<file path="src/photon_counter_pkg.sv">
package photon_counter_pkg;

    ////////////////////////////////////////////////////////////
    // Widths and depths.
    ////////////////////////////////////////////////////////////
    localparam int COUNT_W         = 32;    // Photon count width.
    localparam int HIST_DEPTH      = 16;    // History entries.

    // 133.333333 MHz / 115200 bps.
    localparam int BAUD_DIV        = 1157;  // Clocks per UART bit.
    localparam int FRAME_BITS      = 11;    // Start, 8 data, 2 stop.
    localparam int BYTES_PER_COUNT = 4;     // MSB first on the line.

    typedef logic [COUNT_W-1:0]            count_t;      // One window count.
    typedef logic [$clog2(HIST_DEPTH)-1:0] hist_addr_t;  // History slot index.

    ////////////////////////////////////////////////////////////
    // State machines.
    ////////////////////////////////////////////////////////////

    // Logger step sequence.
    typedef enum logic [2:0] {
        LOG_IDLE,       // Waiting for a closed window.
        LOG_WRITE,      // Store the count.
        LOG_READ,       // Fetch it back.
        LOG_SEND_REQ,   // Present one byte to the UART.
        LOG_SEND_WAIT,  // Wait for the frame to finish.
        LOG_NEXT_BYTE   // Wait for ack low, pick next byte.
    } logger_state_t;

    // Memory arbiter.
    typedef enum logic [2:0] {
        ST_IDLE,
        ST_SERVE_WR,    // Logger write granted.
        ST_SERVE_RD,    // Logger read granted.
        ST_SERVE_HOST,  // Host read granted.
        ST_RELEASE      // Hold ack until req drops.
    } store_state_t;

    // UART transmitter.
    typedef enum logic [1:0] {
        TX_IDLE,
        TX_SHIFT,
        TX_DONE
    } tx_state_t;

endpackage

</file>
<file path="src/photon_pulse_counter.sv">
`timescale 1ns/1ps

module photon_pulse_counter (
    input  logic                       clk_133MHz_210,
    input  logic                       rst_n,
    input  logic                       photon_pulse,  // Raw photon pin.
    input  logic                       sync_50hz,     // Raw 50 Hz sync pin.
    output photon_counter_pkg::count_t win_count,     // Last closed window.
    output photon_counter_pkg::count_t accum_count,   // Sum of closed windows.
    output logic                       win_valid      // One cycle per sync edge.
);

    logic [1:0] photon_meta;  // Two-flop synchronizer.
    logic [1:0] sync_meta;
    logic       photon_last;  // Delayed copy for edge detect.
    logic       sync_last;
    logic       photon_rise;
    logic       sync_rise;

    photon_counter_pkg::count_t run_count;  // Open window count.

    ////////////////////////////////////////////////////////////
    // Input synchronizers and edge detectors.
    ////////////////////////////////////////////////////////////
    always_ff @(posedge clk_133MHz_210 or negedge rst_n) begin
        if (!rst_n) begin
            photon_meta <= 2'b00;
            sync_meta   <= 2'b00;
            photon_last <= 1'b0;
            sync_last   <= 1'b0;
        end else begin
            photon_meta <= {photon_meta[0], photon_pulse};
            sync_meta   <= {sync_meta[0], sync_50hz};
            photon_last <= photon_meta[1];
            sync_last   <= sync_meta[1];
        end
    end

    assign photon_rise = photon_meta[1] & ~photon_last;  // Rising photon.
    assign sync_rise   = sync_meta[1] & ~sync_last;      // Window boundary.

    ////////////////////////////////////////////////////////////
    // Window counting.
    ////////////////////////////////////////////////////////////
    always_ff @(posedge clk_133MHz_210 or negedge rst_n) begin
        if (!rst_n) begin
            run_count   <= '0;  // First window opens here.
            win_count   <= '0;
            accum_count <= '0;
            win_valid   <= 1'b0;
        end else begin
            win_valid <= sync_rise;  // Lines up with win_count.
            if (sync_rise) begin
                // Close the window.
                win_count   <= run_count;
                accum_count <= accum_count + run_count;
                // Coincident photon opens the new window.
                run_count   <= photon_counter_pkg::count_t'(photon_rise);
            end else if (photon_rise) begin
                run_count <= run_count + 1'b1;
            end
        end
    end

endmodule

</file>
<file path="src/history_store.sv">
`timescale 1ns/1ps

module history_store (
    input  logic                           clk_133MHz_210,
    input  logic                           rst_n,
    // Logger write port.
    input  logic                           wr_req,
    input  photon_counter_pkg::hist_addr_t wr_addr,
    input  photon_counter_pkg::count_t     wr_data,
    output logic                           wr_ack,
    // Logger read port.
    input  logic                           rd_req,
    input  photon_counter_pkg::hist_addr_t rd_addr,
    output photon_counter_pkg::count_t     rd_data,
    output logic                           rd_ack,
    // Host read port.
    input  logic                           host_rd_req,
    input  photon_counter_pkg::hist_addr_t host_rd_addr,
    output photon_counter_pkg::count_t     host_rd_data,
    output logic                           host_rd_ack
);

    photon_counter_pkg::store_state_t state;
    photon_counter_pkg::count_t       mem [photon_counter_pkg::HIST_DEPTH];
    logic                             release_done;

    // Only the granted client has ack high.
    assign release_done = (wr_ack & ~wr_req) | (rd_ack & ~rd_req)
                        | (host_rd_ack & ~host_rd_req);

    ////////////////////////////////////////////////////////////
    // Fixed priority arbiter: write, logger read, host read.
    ////////////////////////////////////////////////////////////
    always_ff @(posedge clk_133MHz_210 or negedge rst_n) begin
        if (!rst_n) begin
            state       <= photon_counter_pkg::ST_IDLE;
            wr_ack      <= 1'b0;
            rd_ack      <= 1'b0;
            host_rd_ack <= 1'b0;
        end else begin
            case (state)
                photon_counter_pkg::ST_IDLE: begin
                    if (wr_req) state <= photon_counter_pkg::ST_SERVE_WR;
                    else if (rd_req) state <= photon_counter_pkg::ST_SERVE_RD;
                    else if (host_rd_req) state <= photon_counter_pkg::ST_SERVE_HOST;
                end
                photon_counter_pkg::ST_SERVE_WR: begin
                    wr_ack <= 1'b1;  // Write lands this cycle.
                    state  <= photon_counter_pkg::ST_RELEASE;
                end
                photon_counter_pkg::ST_SERVE_RD: begin
                    rd_ack <= 1'b1;  // Data registered alongside.
                    state  <= photon_counter_pkg::ST_RELEASE;
                end
                photon_counter_pkg::ST_SERVE_HOST: begin
                    host_rd_ack <= 1'b1;
                    state       <= photon_counter_pkg::ST_RELEASE;
                end
                photon_counter_pkg::ST_RELEASE: begin
                    if (release_done) begin  // Req fell, close handshake.
                        wr_ack      <= 1'b0;
                        rd_ack      <= 1'b0;
                        host_rd_ack <= 1'b0;
                        state       <= photon_counter_pkg::ST_IDLE;
                    end
                end
                default: state <= photon_counter_pkg::ST_IDLE;
            endcase
        end
    end

    // History memory, zero after reset.
    always_ff @(posedge clk_133MHz_210 or negedge rst_n) begin
        if (!rst_n) begin
            for (int i = 0; i < photon_counter_pkg::HIST_DEPTH; i++) begin
                mem[i] <= '0;
            end
        end else if (state == photon_counter_pkg::ST_SERVE_WR) begin
            mem[wr_addr] <= wr_data;
        end
    end

    // Read data, valid while ack is high.
    always_ff @(posedge clk_133MHz_210) begin
        if (state == photon_counter_pkg::ST_SERVE_RD) rd_data <= mem[rd_addr];
        if (state == photon_counter_pkg::ST_SERVE_HOST) host_rd_data <= mem[host_rd_addr];
    end

endmodule

</file>
<file path="src/window_logger.sv">
`timescale 1ns/1ps

module window_logger (
    input  logic                           clk_133MHz_210,
    input  logic                           rst_n,
    // From the pulse counter.
    input  photon_counter_pkg::count_t     win_count,
    input  logic                           win_valid,
    // History write.
    output logic                           wr_req,
    output photon_counter_pkg::hist_addr_t wr_addr,
    output photon_counter_pkg::count_t     wr_data,
    input  logic                           wr_ack,
    // History read back.
    output logic                           rd_req,
    output photon_counter_pkg::hist_addr_t rd_addr,
    input  photon_counter_pkg::count_t     rd_data,
    input  logic                           rd_ack,
    // UART byte port.
    output logic                           tx_req,
    output logic [7:0]                     tx_byte,
    input  logic                           tx_ack
);

    photon_counter_pkg::logger_state_t state;
    photon_counter_pkg::hist_addr_t    hist_idx;   // Current slot, wraps at 16.
    photon_counter_pkg::count_t        read_back;  // Value fetched from memory.

    logic [$clog2(photon_counter_pkg::BYTES_PER_COUNT)-1:0] byte_idx;  // 0 is MSB.

    // Write and read back the same slot.
    assign wr_addr = hist_idx;
    assign rd_addr = hist_idx;

    ////////////////////////////////////////////////////////////
    // Step sequencer: write, read back, send four bytes.
    ////////////////////////////////////////////////////////////
    always_ff @(posedge clk_133MHz_210 or negedge rst_n) begin
        if (!rst_n) begin
            state     <= photon_counter_pkg::LOG_IDLE;
            hist_idx  <= '0;
            byte_idx  <= '0;
            wr_req    <= 1'b0;
            rd_req    <= 1'b0;
            tx_req    <= 1'b0;
            wr_data   <= '0;
            read_back <= '0;
            tx_byte   <= 8'h00;
        end else begin
            case (state)
                photon_counter_pkg::LOG_IDLE: begin
                    // Windows closing while busy are not logged.
                    if (win_valid) begin
                        wr_data <= win_count;
                        wr_req  <= 1'b1;
                        state   <= photon_counter_pkg::LOG_WRITE;
                    end
                end
                photon_counter_pkg::LOG_WRITE: begin
                    if (wr_req && wr_ack) begin
                        wr_req <= 1'b0;  // Write accepted.
                    end else if (!wr_req && !wr_ack) begin
                        rd_req <= 1'b1;  // Handshake closed, start read.
                        state  <= photon_counter_pkg::LOG_READ;
                    end
                end
                photon_counter_pkg::LOG_READ: begin
                    if (rd_req && rd_ack) begin
                        read_back <= rd_data;  // Valid with ack.
                        rd_req    <= 1'b0;
                    end else if (!rd_req && !rd_ack) begin
                        byte_idx <= '0;
                        state    <= photon_counter_pkg::LOG_SEND_REQ;
                    end
                end
                photon_counter_pkg::LOG_SEND_REQ: begin
                    // Byte and req go out together.
                    tx_byte <= read_back[(photon_counter_pkg::BYTES_PER_COUNT - 1
                                          - byte_idx) * 8 +: 8];
                    tx_req  <= 1'b1;
                    state   <= photon_counter_pkg::LOG_SEND_WAIT;
                end
                photon_counter_pkg::LOG_SEND_WAIT: begin
                    if (tx_ack) begin  // Frame is on the line.
                        tx_req <= 1'b0;
                        state  <= photon_counter_pkg::LOG_NEXT_BYTE;
                    end
                end
                photon_counter_pkg::LOG_NEXT_BYTE: begin
                    if (!tx_ack) begin
                        if (byte_idx == photon_counter_pkg::BYTES_PER_COUNT - 1) begin
                            hist_idx <= hist_idx + 1'b1;  // Next slot.
                            state    <= photon_counter_pkg::LOG_IDLE;
                        end else begin
                            byte_idx <= byte_idx + 1'b1;
                            state    <= photon_counter_pkg::LOG_SEND_REQ;
                        end
                    end
                end
                default: state <= photon_counter_pkg::LOG_IDLE;
            endcase
        end
    end

endmodule

</file>
<file path="src/uart_tx.sv">
`timescale 1ns/1ps

module uart_tx (
    input  logic       clk_133MHz_210,
    input  logic       rst_n,
    input  logic       tx_req,    // Four-phase request.
    input  logic [7:0] tx_byte,   // Held while tx_req is high.
    output logic       tx_ack,
    output logic       uart_txd   // Idles high.
);

    photon_counter_pkg::tx_state_t state;

    logic [photon_counter_pkg::FRAME_BITS-1:0]         frame;     // Bit 0 on the line.
    logic [$clog2(photon_counter_pkg::BAUD_DIV)-1:0]   baud_cnt;  // Cycles in this bit.
    logic [$clog2(photon_counter_pkg::FRAME_BITS)-1:0] bit_cnt;   // Bits sent so far.

    always_ff @(posedge clk_133MHz_210 or negedge rst_n) begin
        if (!rst_n) begin
            state    <= photon_counter_pkg::TX_IDLE;
            frame    <= '1;
            baud_cnt <= '0;
            bit_cnt  <= '0;
            tx_ack   <= 1'b0;
            uart_txd <= 1'b1;
        end else begin
            case (state)
                photon_counter_pkg::TX_IDLE: begin
                    if (tx_req) begin
                        frame    <= {2'b11, tx_byte, 1'b0};  // Stop, data, start.
                        uart_txd <= 1'b0;                    // Start bit now.
                        baud_cnt <= '0;
                        bit_cnt  <= '0;
                        state    <= photon_counter_pkg::TX_SHIFT;
                    end
                end
                photon_counter_pkg::TX_SHIFT: begin
                    if (baud_cnt == photon_counter_pkg::BAUD_DIV - 1) begin
                        baud_cnt <= '0;
                        if (bit_cnt == photon_counter_pkg::FRAME_BITS - 1) begin
                            tx_ack <= 1'b1;  // Second stop bit done.
                            state  <= photon_counter_pkg::TX_DONE;
                        end else begin
                            uart_txd <= frame[1];  // Next bit, LSB first.
                            frame    <= frame >> 1;
                            bit_cnt  <= bit_cnt + 1'b1;
                        end
                    end else begin
                        baud_cnt <= baud_cnt + 1'b1;
                    end
                end
                photon_counter_pkg::TX_DONE: begin
                    if (!tx_req) begin  // Close the handshake.
                        tx_ack <= 1'b0;
                        state  <= photon_counter_pkg::TX_IDLE;
                    end
                end
                default: state <= photon_counter_pkg::TX_IDLE;
            endcase
        end
    end

endmodule

</file>
<file path="src/single_photon_counter.sv">
`timescale 1ns/1ps

module single_photon_counter (
    input  logic                           clk_133MHz_210,
    input  logic                           rst_n,
    input  logic                           photon_pulse,  // Detector output.
    input  logic                           sync_50hz,     // Window sync.
    output logic                           uart_txd,
    output photon_counter_pkg::count_t     accum_count,   // Running total.
    // Host history read port.
    input  logic                           host_rd_req,
    input  photon_counter_pkg::hist_addr_t host_rd_addr,
    output logic                           host_rd_ack,
    output photon_counter_pkg::count_t     host_rd_data
);

    photon_counter_pkg::count_t     win_count;
    logic                           win_valid;

    // Logger to memory.
    logic                           wr_req;
    logic                           wr_ack;
    photon_counter_pkg::hist_addr_t wr_addr;
    photon_counter_pkg::count_t     wr_data;
    logic                           rd_req;
    logic                           rd_ack;
    photon_counter_pkg::hist_addr_t rd_addr;
    photon_counter_pkg::count_t     rd_data;

    // Logger to UART.
    logic                           tx_req;
    logic                           tx_ack;
    logic [7:0]                     tx_byte;

    ////////////////////////////////////////////////////////////
    photon_pulse_counter u_counter (
        .clk_133MHz_210 (clk_133MHz_210),
        .rst_n          (rst_n),
        .photon_pulse   (photon_pulse),
        .sync_50hz      (sync_50hz),
        .win_count      (win_count),
        .accum_count    (accum_count),
        .win_valid      (win_valid)
    );

    history_store u_store (
        .clk_133MHz_210 (clk_133MHz_210),
        .rst_n          (rst_n),
        .wr_req         (wr_req),
        .wr_addr        (wr_addr),
        .wr_data        (wr_data),
        .wr_ack         (wr_ack),
        .rd_req         (rd_req),
        .rd_addr        (rd_addr),
        .rd_data        (rd_data),
        .rd_ack         (rd_ack),
        .host_rd_req    (host_rd_req),
        .host_rd_addr   (host_rd_addr),
        .host_rd_data   (host_rd_data),
        .host_rd_ack    (host_rd_ack)
    );

    window_logger u_logger (
        .clk_133MHz_210 (clk_133MHz_210),
        .rst_n          (rst_n),
        .win_count      (win_count),
        .win_valid      (win_valid),
        .wr_req         (wr_req),
        .wr_addr        (wr_addr),
        .wr_data        (wr_data),
        .wr_ack         (wr_ack),
        .rd_req         (rd_req),
        .rd_addr        (rd_addr),
        .rd_data        (rd_data),
        .rd_ack         (rd_ack),
        .tx_req         (tx_req),
        .tx_byte        (tx_byte),
        .tx_ack         (tx_ack)
    );

    uart_tx u_uart (
        .clk_133MHz_210 (clk_133MHz_210),
        .rst_n          (rst_n),
        .tx_req         (tx_req),
        .tx_byte        (tx_byte),
        .tx_ack         (tx_ack),
        .uart_txd       (uart_txd)
    );

endmodule

</file>
<file path="config.mk">
export PLATFORM = sky130hd
export DESIGN_NAME = single_photon_counter
export DESIGN_NICKNAME = d
export VERILOG_FILES = /design/src/photon_counter_pkg.sv /design/src/photon_pulse_counter.sv /design/src/history_store.sv /design/src/window_logger.sv /design/src/uart_tx.sv /design/src/single_photon_counter.sv
export SDC_FILE = /design/constraint.sdc
export NUM_CORES = 1
export LEC_CHECK = 0
export BUFFER_PORTS_ARGS = -buffer_cell sky130_fd_sc_hd__buf_2
export CORE_ASPECT_RATIO = 1.5
export CORE_UTILIZATION = 60
export CTS_BUF_LIST = sky130_fd_sc_hd__clkbuf_2
export DETAILED_ROUTE_END_ITERATION = 10
export GPL_ROUTABILITY_DRIVEN = 0
export PLACE_DENSITY = 0.77
export SLEW_MARGIN = 20
export SYNTH_ARGS = -nofsm -noshare
export SYNTH_HDL_FRONTEND = slang
export SYNTH_SLANG_ARGS = --single-unit
</file>
<file path="constraint.sdc">
create_clock -name clk_133MHz_210 -period 11.3 [get_ports clk_133MHz_210]
set_clock_uncertainty 0.1 [all_clocks]
set_input_delay 0 -clock clk_133MHz_210 [delete_from_list [all_inputs] [get_ports clk_133MHz_210]]
set_output_delay 0 -clock clk_133MHz_210 [all_outputs]
set_load 0.005 [all_outputs]
</file>
Word-level counts from Yosys, hierarchy flattened --
Cells that the tools add are included.
Cells by class: $add $sub $neg 7, magnitude comparators 3, equal/unequal tests 31, shifts and indexed selects 1, multiplexer cells 67, bitwise operators 15, reduce and logical (&&, ||, !) cells 39
Operators with widths (number):
- $bwmux 512 | 1
- $bmux 32 s4 | 2
- $mux 32 | 7
- $demux 32 s4 | 1
- $mux 11 | 5
- $pmux 11 s2 | 2
- $mux 3 | 11
- $shiftx 32x33->8 | 1
- $add 32x1->32 const B | 1
- $add 32x32->32 | 1
- $reduce_bool 2->1 | 10
- $mux 2 | 9
- $pmux 3 s6 | 1
- $ne 2x1->1 const B | 8
- $ne 2x2->1 const B | 8
- $pmux 1 s2 | 8
- $reduce_and 2->1 | 8
- $reduce_and 4->1 | 4
- $mux 1 | 13
- $eq 3x2->1 const B | 4
- $mux 4 | 3
- $add 11x1->11 const B | 1
- $eq 11x11->1 const B | 1
- $ge 5x5->1 const B | 2
- 26 further kinds | 51
Storage, ports and cells: flip-flop bits (word level) 799, input bits 9, output and inout port bits 66, word-level logic and storage cells 208

Depth between registers and ports, before layout --
depth in word-level cells 6, gate-level depth with buffers 10, mapped depth without buffers 9

Cells and area by module --
A second synthesis with hierarchy kept.
Unflattened totals: cells, all modules 2810, area, all modules 39664.3 um^2
Modules (own cells, without submodules):
- history_store | instances 1, cells each 1775, area an instance 28778.9 um^2, seq. area each 14884.3 um^2
- photon_pulse_counter | instances 1, cells each 639, area an instance 5754.3 um^2, seq. area each 2577.5 um^2
- window_logger | instances 1, cells each 234, area an instance 3549.7 um^2, seq. area each 2102.0 um^2
- uart_tx | instances 1, cells each 162, area an instance 1581.5 um^2, seq. area each 739.5 um^2

Least setup slack after synthesis --
No wires, ideal clock.
path type register to register, from reg u_store.state[0], to reg u_store.host_rd_data[0] (enable), library setup time 0.468 ns, arrival time 3.001 ns, data required time 10.732 ns, setup slack 7.732 ns, stages on the path, launching flop included 3, buffers on the path 1, clock period less this slack 3.568 ns, path through dfrtp_1 > clkbuf_1 > nor3b_1
Between the ends: longest elaborated chain between the ends 1
RTL lines:
- start, declared | RTL line history_store.sv:23 | photon_counter_pkg::store_state_t state;
- start signal, assigned | RTL line history_store.sv:36 | state <= photon_counter_pkg::ST_IDLE;
- start signal, assigned | RTL line history_store.sv:43 | if (wr_req) state <= photon_counter_pkg::ST_SERVE_WR;
- start signal, assigned | RTL line history_store.sv:44 | else if (rd_req) state <= photon_counter_pkg::ST_SERVE_RD;
- $eq 3x2->1 | RTL line history_store.sv:86 | if (state == photon_counter_pkg::ST_SERVE_HOST) host_rd_data <= mem[host_rd_addr];
- end signal, assigned | RTL line history_store.sv:86
- end, declared | RTL line history_store.sv:19 | output photon_counter_pkg::count_t host_rd_data,
Every way passes these cells. A chain may end at the register's enable or synchronous reset.

Worst setup path in the final report --
from reg u_logger.hist_idx[0] (netlist: u_logger.rd_addr[0]), to reg u_store.rd_data[8] (data pin)
Between the ends: longest elaborated chain between the ends 4
RTL lines:
- start, declared | RTL line window_logger.sv:26 | photon_counter_pkg::hist_addr_t hist_idx;
- start signal, assigned | RTL line window_logger.sv:92 | hist_idx <= hist_idx + 1'b1;
- $not 4->5 (implied by the code) | RTL line history_store.sv:85 | if (state == photon_counter_pkg::ST_SERVE_RD) rd_data <= mem[rd_addr];
- $bmux 32 s4 | RTL line history_store.sv:85
- $mux 32 (implied by the code) (2 in a row) | RTL line history_store.sv:85
- end signal, assigned | RTL line history_store.sv:85
- end, declared | RTL line history_store.sv:14 | output photon_counter_pkg::count_t rd_data,
Every way passes these cells. The select of a mux whose other input is x is not followed.

==> metrics.cfg <==
[worst_setup_path]
cpLargestDelayFamily=multiplexers
crit_chain=buf_4, mux4_2, mux4_2
cp.depth=3
worstPathMaxFanout=49
slowest_stage=dfrtp_4
critical_path_buf_inv_count=1
crit_type=flip-flop to flip-flop
crit_required_ps=12280
crit_path_start_kind=flip-flop
arrival_ps=4350
cpMostUsedCell=mux4_2
reg2reg_depth=3
rr_startpoint=u_logger.rd_addr[0]$_DFFE_PN0P_
max_stage_delay_ps=910
crit_path_end_kind=flip-flop
startpoint=u_logger.rd_addr[0]$_DFFE_PN0P_

[hold_path]
min_from=host_rd_addr[1]
hold_path_class=input pin to flip-flop
hold_path_depth=4

[job]
max_cap_viol_count=0

[floorplanning]
die_w_um=212.1
core_area_mm2=0.06547
num_rows=115
die_y_um=317.1
io_pins=75
die-area_mm2=0.06724
start_util_pct=60.66

[clock_tree]
clock_sinks=798
cts_made_buffers=183
clockBufferDepth=3
tritoncts=built
clk_pin_slew_worst_paths_ps=120
clockRootBuffer=clkbuf_2
clock_latency_ps=1380
htreeDepth=4

[yosys]
ys_seq_area_share_pct=51.12
syn-instance-count=2676
synth_cell_types=79
mappedNetlistNets=2727
synthTopCellsByArea=dfrtp_1 46%, mux4_2 19%, mux2_2 16%, edfxtp_1 4.8%, nand2_1 2.2%
yosysWarnings=0
ys.flop_type=dfrtp_1
synth_top_cell_by_area=dfrtp_1
async_flop_share_pct=91.98
synth_edf_count=64
ys_seq_elements=798
synth_top_area_share_pct=45.56
avgSynthCellArea_um2=14.84
synth_area_mm2=0.03971

[grt]
grt_pass1_vias=26800
grt_busiest_layer=met2
grt_max_degree=194
antenna_found_initial=1
use_met1_pct=37.42
globalRouteTotalUtil_pct=30.82
met3_usage_pct=6.844
overflow=0
met2_usage_pct=51.89
grt_pass1_wl_mm=153.6

[timing]
fmax_mhz=296.6
fin_crit_sh_pct=29.83
relSlewSlack_pct=30.28
hold_violations=0
tightest_slew_ps=1046
fin_ws_ps=7929
min_period_ps=3371
drv_slew=0
rsz0062_at_grt=false
finalSetupViolCount=0
fin_setup_tns_ps=0

[placement]
dpl.hpwl_mm=58.62
port_buffers=74
pre_cts_ws_ps=7567

[drt]
vias=24960
detail_route.wirelength_mm=98.61
first_pass_iters=5
drc=0
drtIter0Drc=1915
ant_nets=0
avgRoutedWirePerCell_um=25.87
avgViaCountPerCell=6.546

[cells_and_area]
syn_to_final_growth_pct=7.067
nets=2844
most-common-layout-cells=719 x dfrtp_1, 575 x mux2_2, 328 x mux4_2
layout_commonest_cell=dfrtp_1
drive_above_1_share_pct=46.86

[status]
status=completed

[pwr]
finalPower_mw=5.740
vdd_ir_drop_max_mv=0.1045
power.leakage_nw=19.90
p_per_area_mw_per_mm2=135.0

-- final cells by class --
type / instances / area (um2)
fill: 4777 / 22950
sequential: 798 / 20310
multi-input combinational: 1658 / 18390
clock buffer: 281 / 1406
tap: 877 / 1097
timing repair buffer: 132 / 962.2
clock inverter: 45 / 276.5
inverter: 20 / 75.07
antenna: 1 / 2.502
-- cell families after synthesis --
kind of cell    share of synthesized area (%)
buf+inv                                 2.750
fa+ha+maj                               1.342
mux                                     35.24
flops                                   51.12
xor+xnor                                1.257
compound gates                          3.226
simple gates                            5.063
-- metrics by stage --
step / area, um2 / utilization, % / cells / hold WS (ps)
finish: 42520 / 64.95 / 3812 / 205.6
global route: 42520 / 64.95 / 3812 / 103.6
CTS: 42480 / 64.89 / 3810 / 29.88
detailed placement: 40570 / 61.97 / 3463 / 12.24
global placement: 40570 / 61.96 / 3463 / 12.73
floorplan: 39710 / - / 2676 / -395.6
-- power breakdown --
part	total [mW]	leakage (nW)	internal (mW)	switching [mW]
clock	1.86	1.29	0.726	1.13
sequential	3.23	10.7	3.05	0.182
combinational	0.647	7.88	0.279	0.368
-- cell usage after synthesis, types with 27 or more instances --
cell	number
nor2_1	87
dfrtp_1	723
ha_1	41
clkbuf_1	86
edfxtp_1	64
mux4_2	328
xor2_1	36
o21ai_0	54
buf_2	70
a21oi_1	50
nand2_1	228
nand3_1	27
mux2_2	575
-- state kept, by name, indices dropped and copies added, names as in the netlist, 2 cells and up --
signal                 count
u_logger.byte_idx          2
u_counter.accum_count     32
u_store.host_rd_data      32
u_uart.baud_cnt           11
u_store.rd_data           32
u_store.mem              512
u_counter.win_count       32
u_counter.photon_meta      2
u_logger.rd_addr           4
u_uart.bit_cnt             4
u_uart.state               2
u_logger.read_back        32
u_logger.state             3
u_counter.sync_meta        2
u_store.state              3
u_logger.wr_data          32
u_counter.run_count       32
u_logger.tx_byte           8
u_uart.frame              10
-- layer usage --
metal / vias to the layer above / share of wire (%) / wire length, um
li1: 10480 / - / -
met3: 245 / 6.5 / 6388
met2: 1007 / 52 / 50890
met4: 0 / 4.5 / 4440
met5: - / 0 / 0
met1: 13230 / 37 / 36890
-- what timing repair did --
action,4_1_cts,5_1_grt
buffers inserted,0,0
gates resized for setup,0,0
endpoints found under the hold margin,417,0
hold buffers,21,0
-- final timing paths --
path                                                endpoint  slack, ps
setup / recovery                u_store.rd_data[8]$_DFFE_PP_       7930
hold / removal             u_store.host_rd_data[5]$_DFFE_PP_        210
setup reg to reg                u_store.rd_data[8]$_DFFE_PP_       7930
hold reg to reg             u_counter.sync_meta[1]$_DFF_PN0_        260
max in group asynchronous       u_store.mem[366]$_DFFE_PN0P_       8440
min in group asynchronous       u_store.mem[153]$_DFFE_PN0P_        320
-- worst register-to-register path: stages (launching register included) --
cell and delay (ps):
dfrtp_4 910, buf_4 910, mux4_2 680, mux4_2 470
Note: power is estimated with default switching activity, not from simulation.
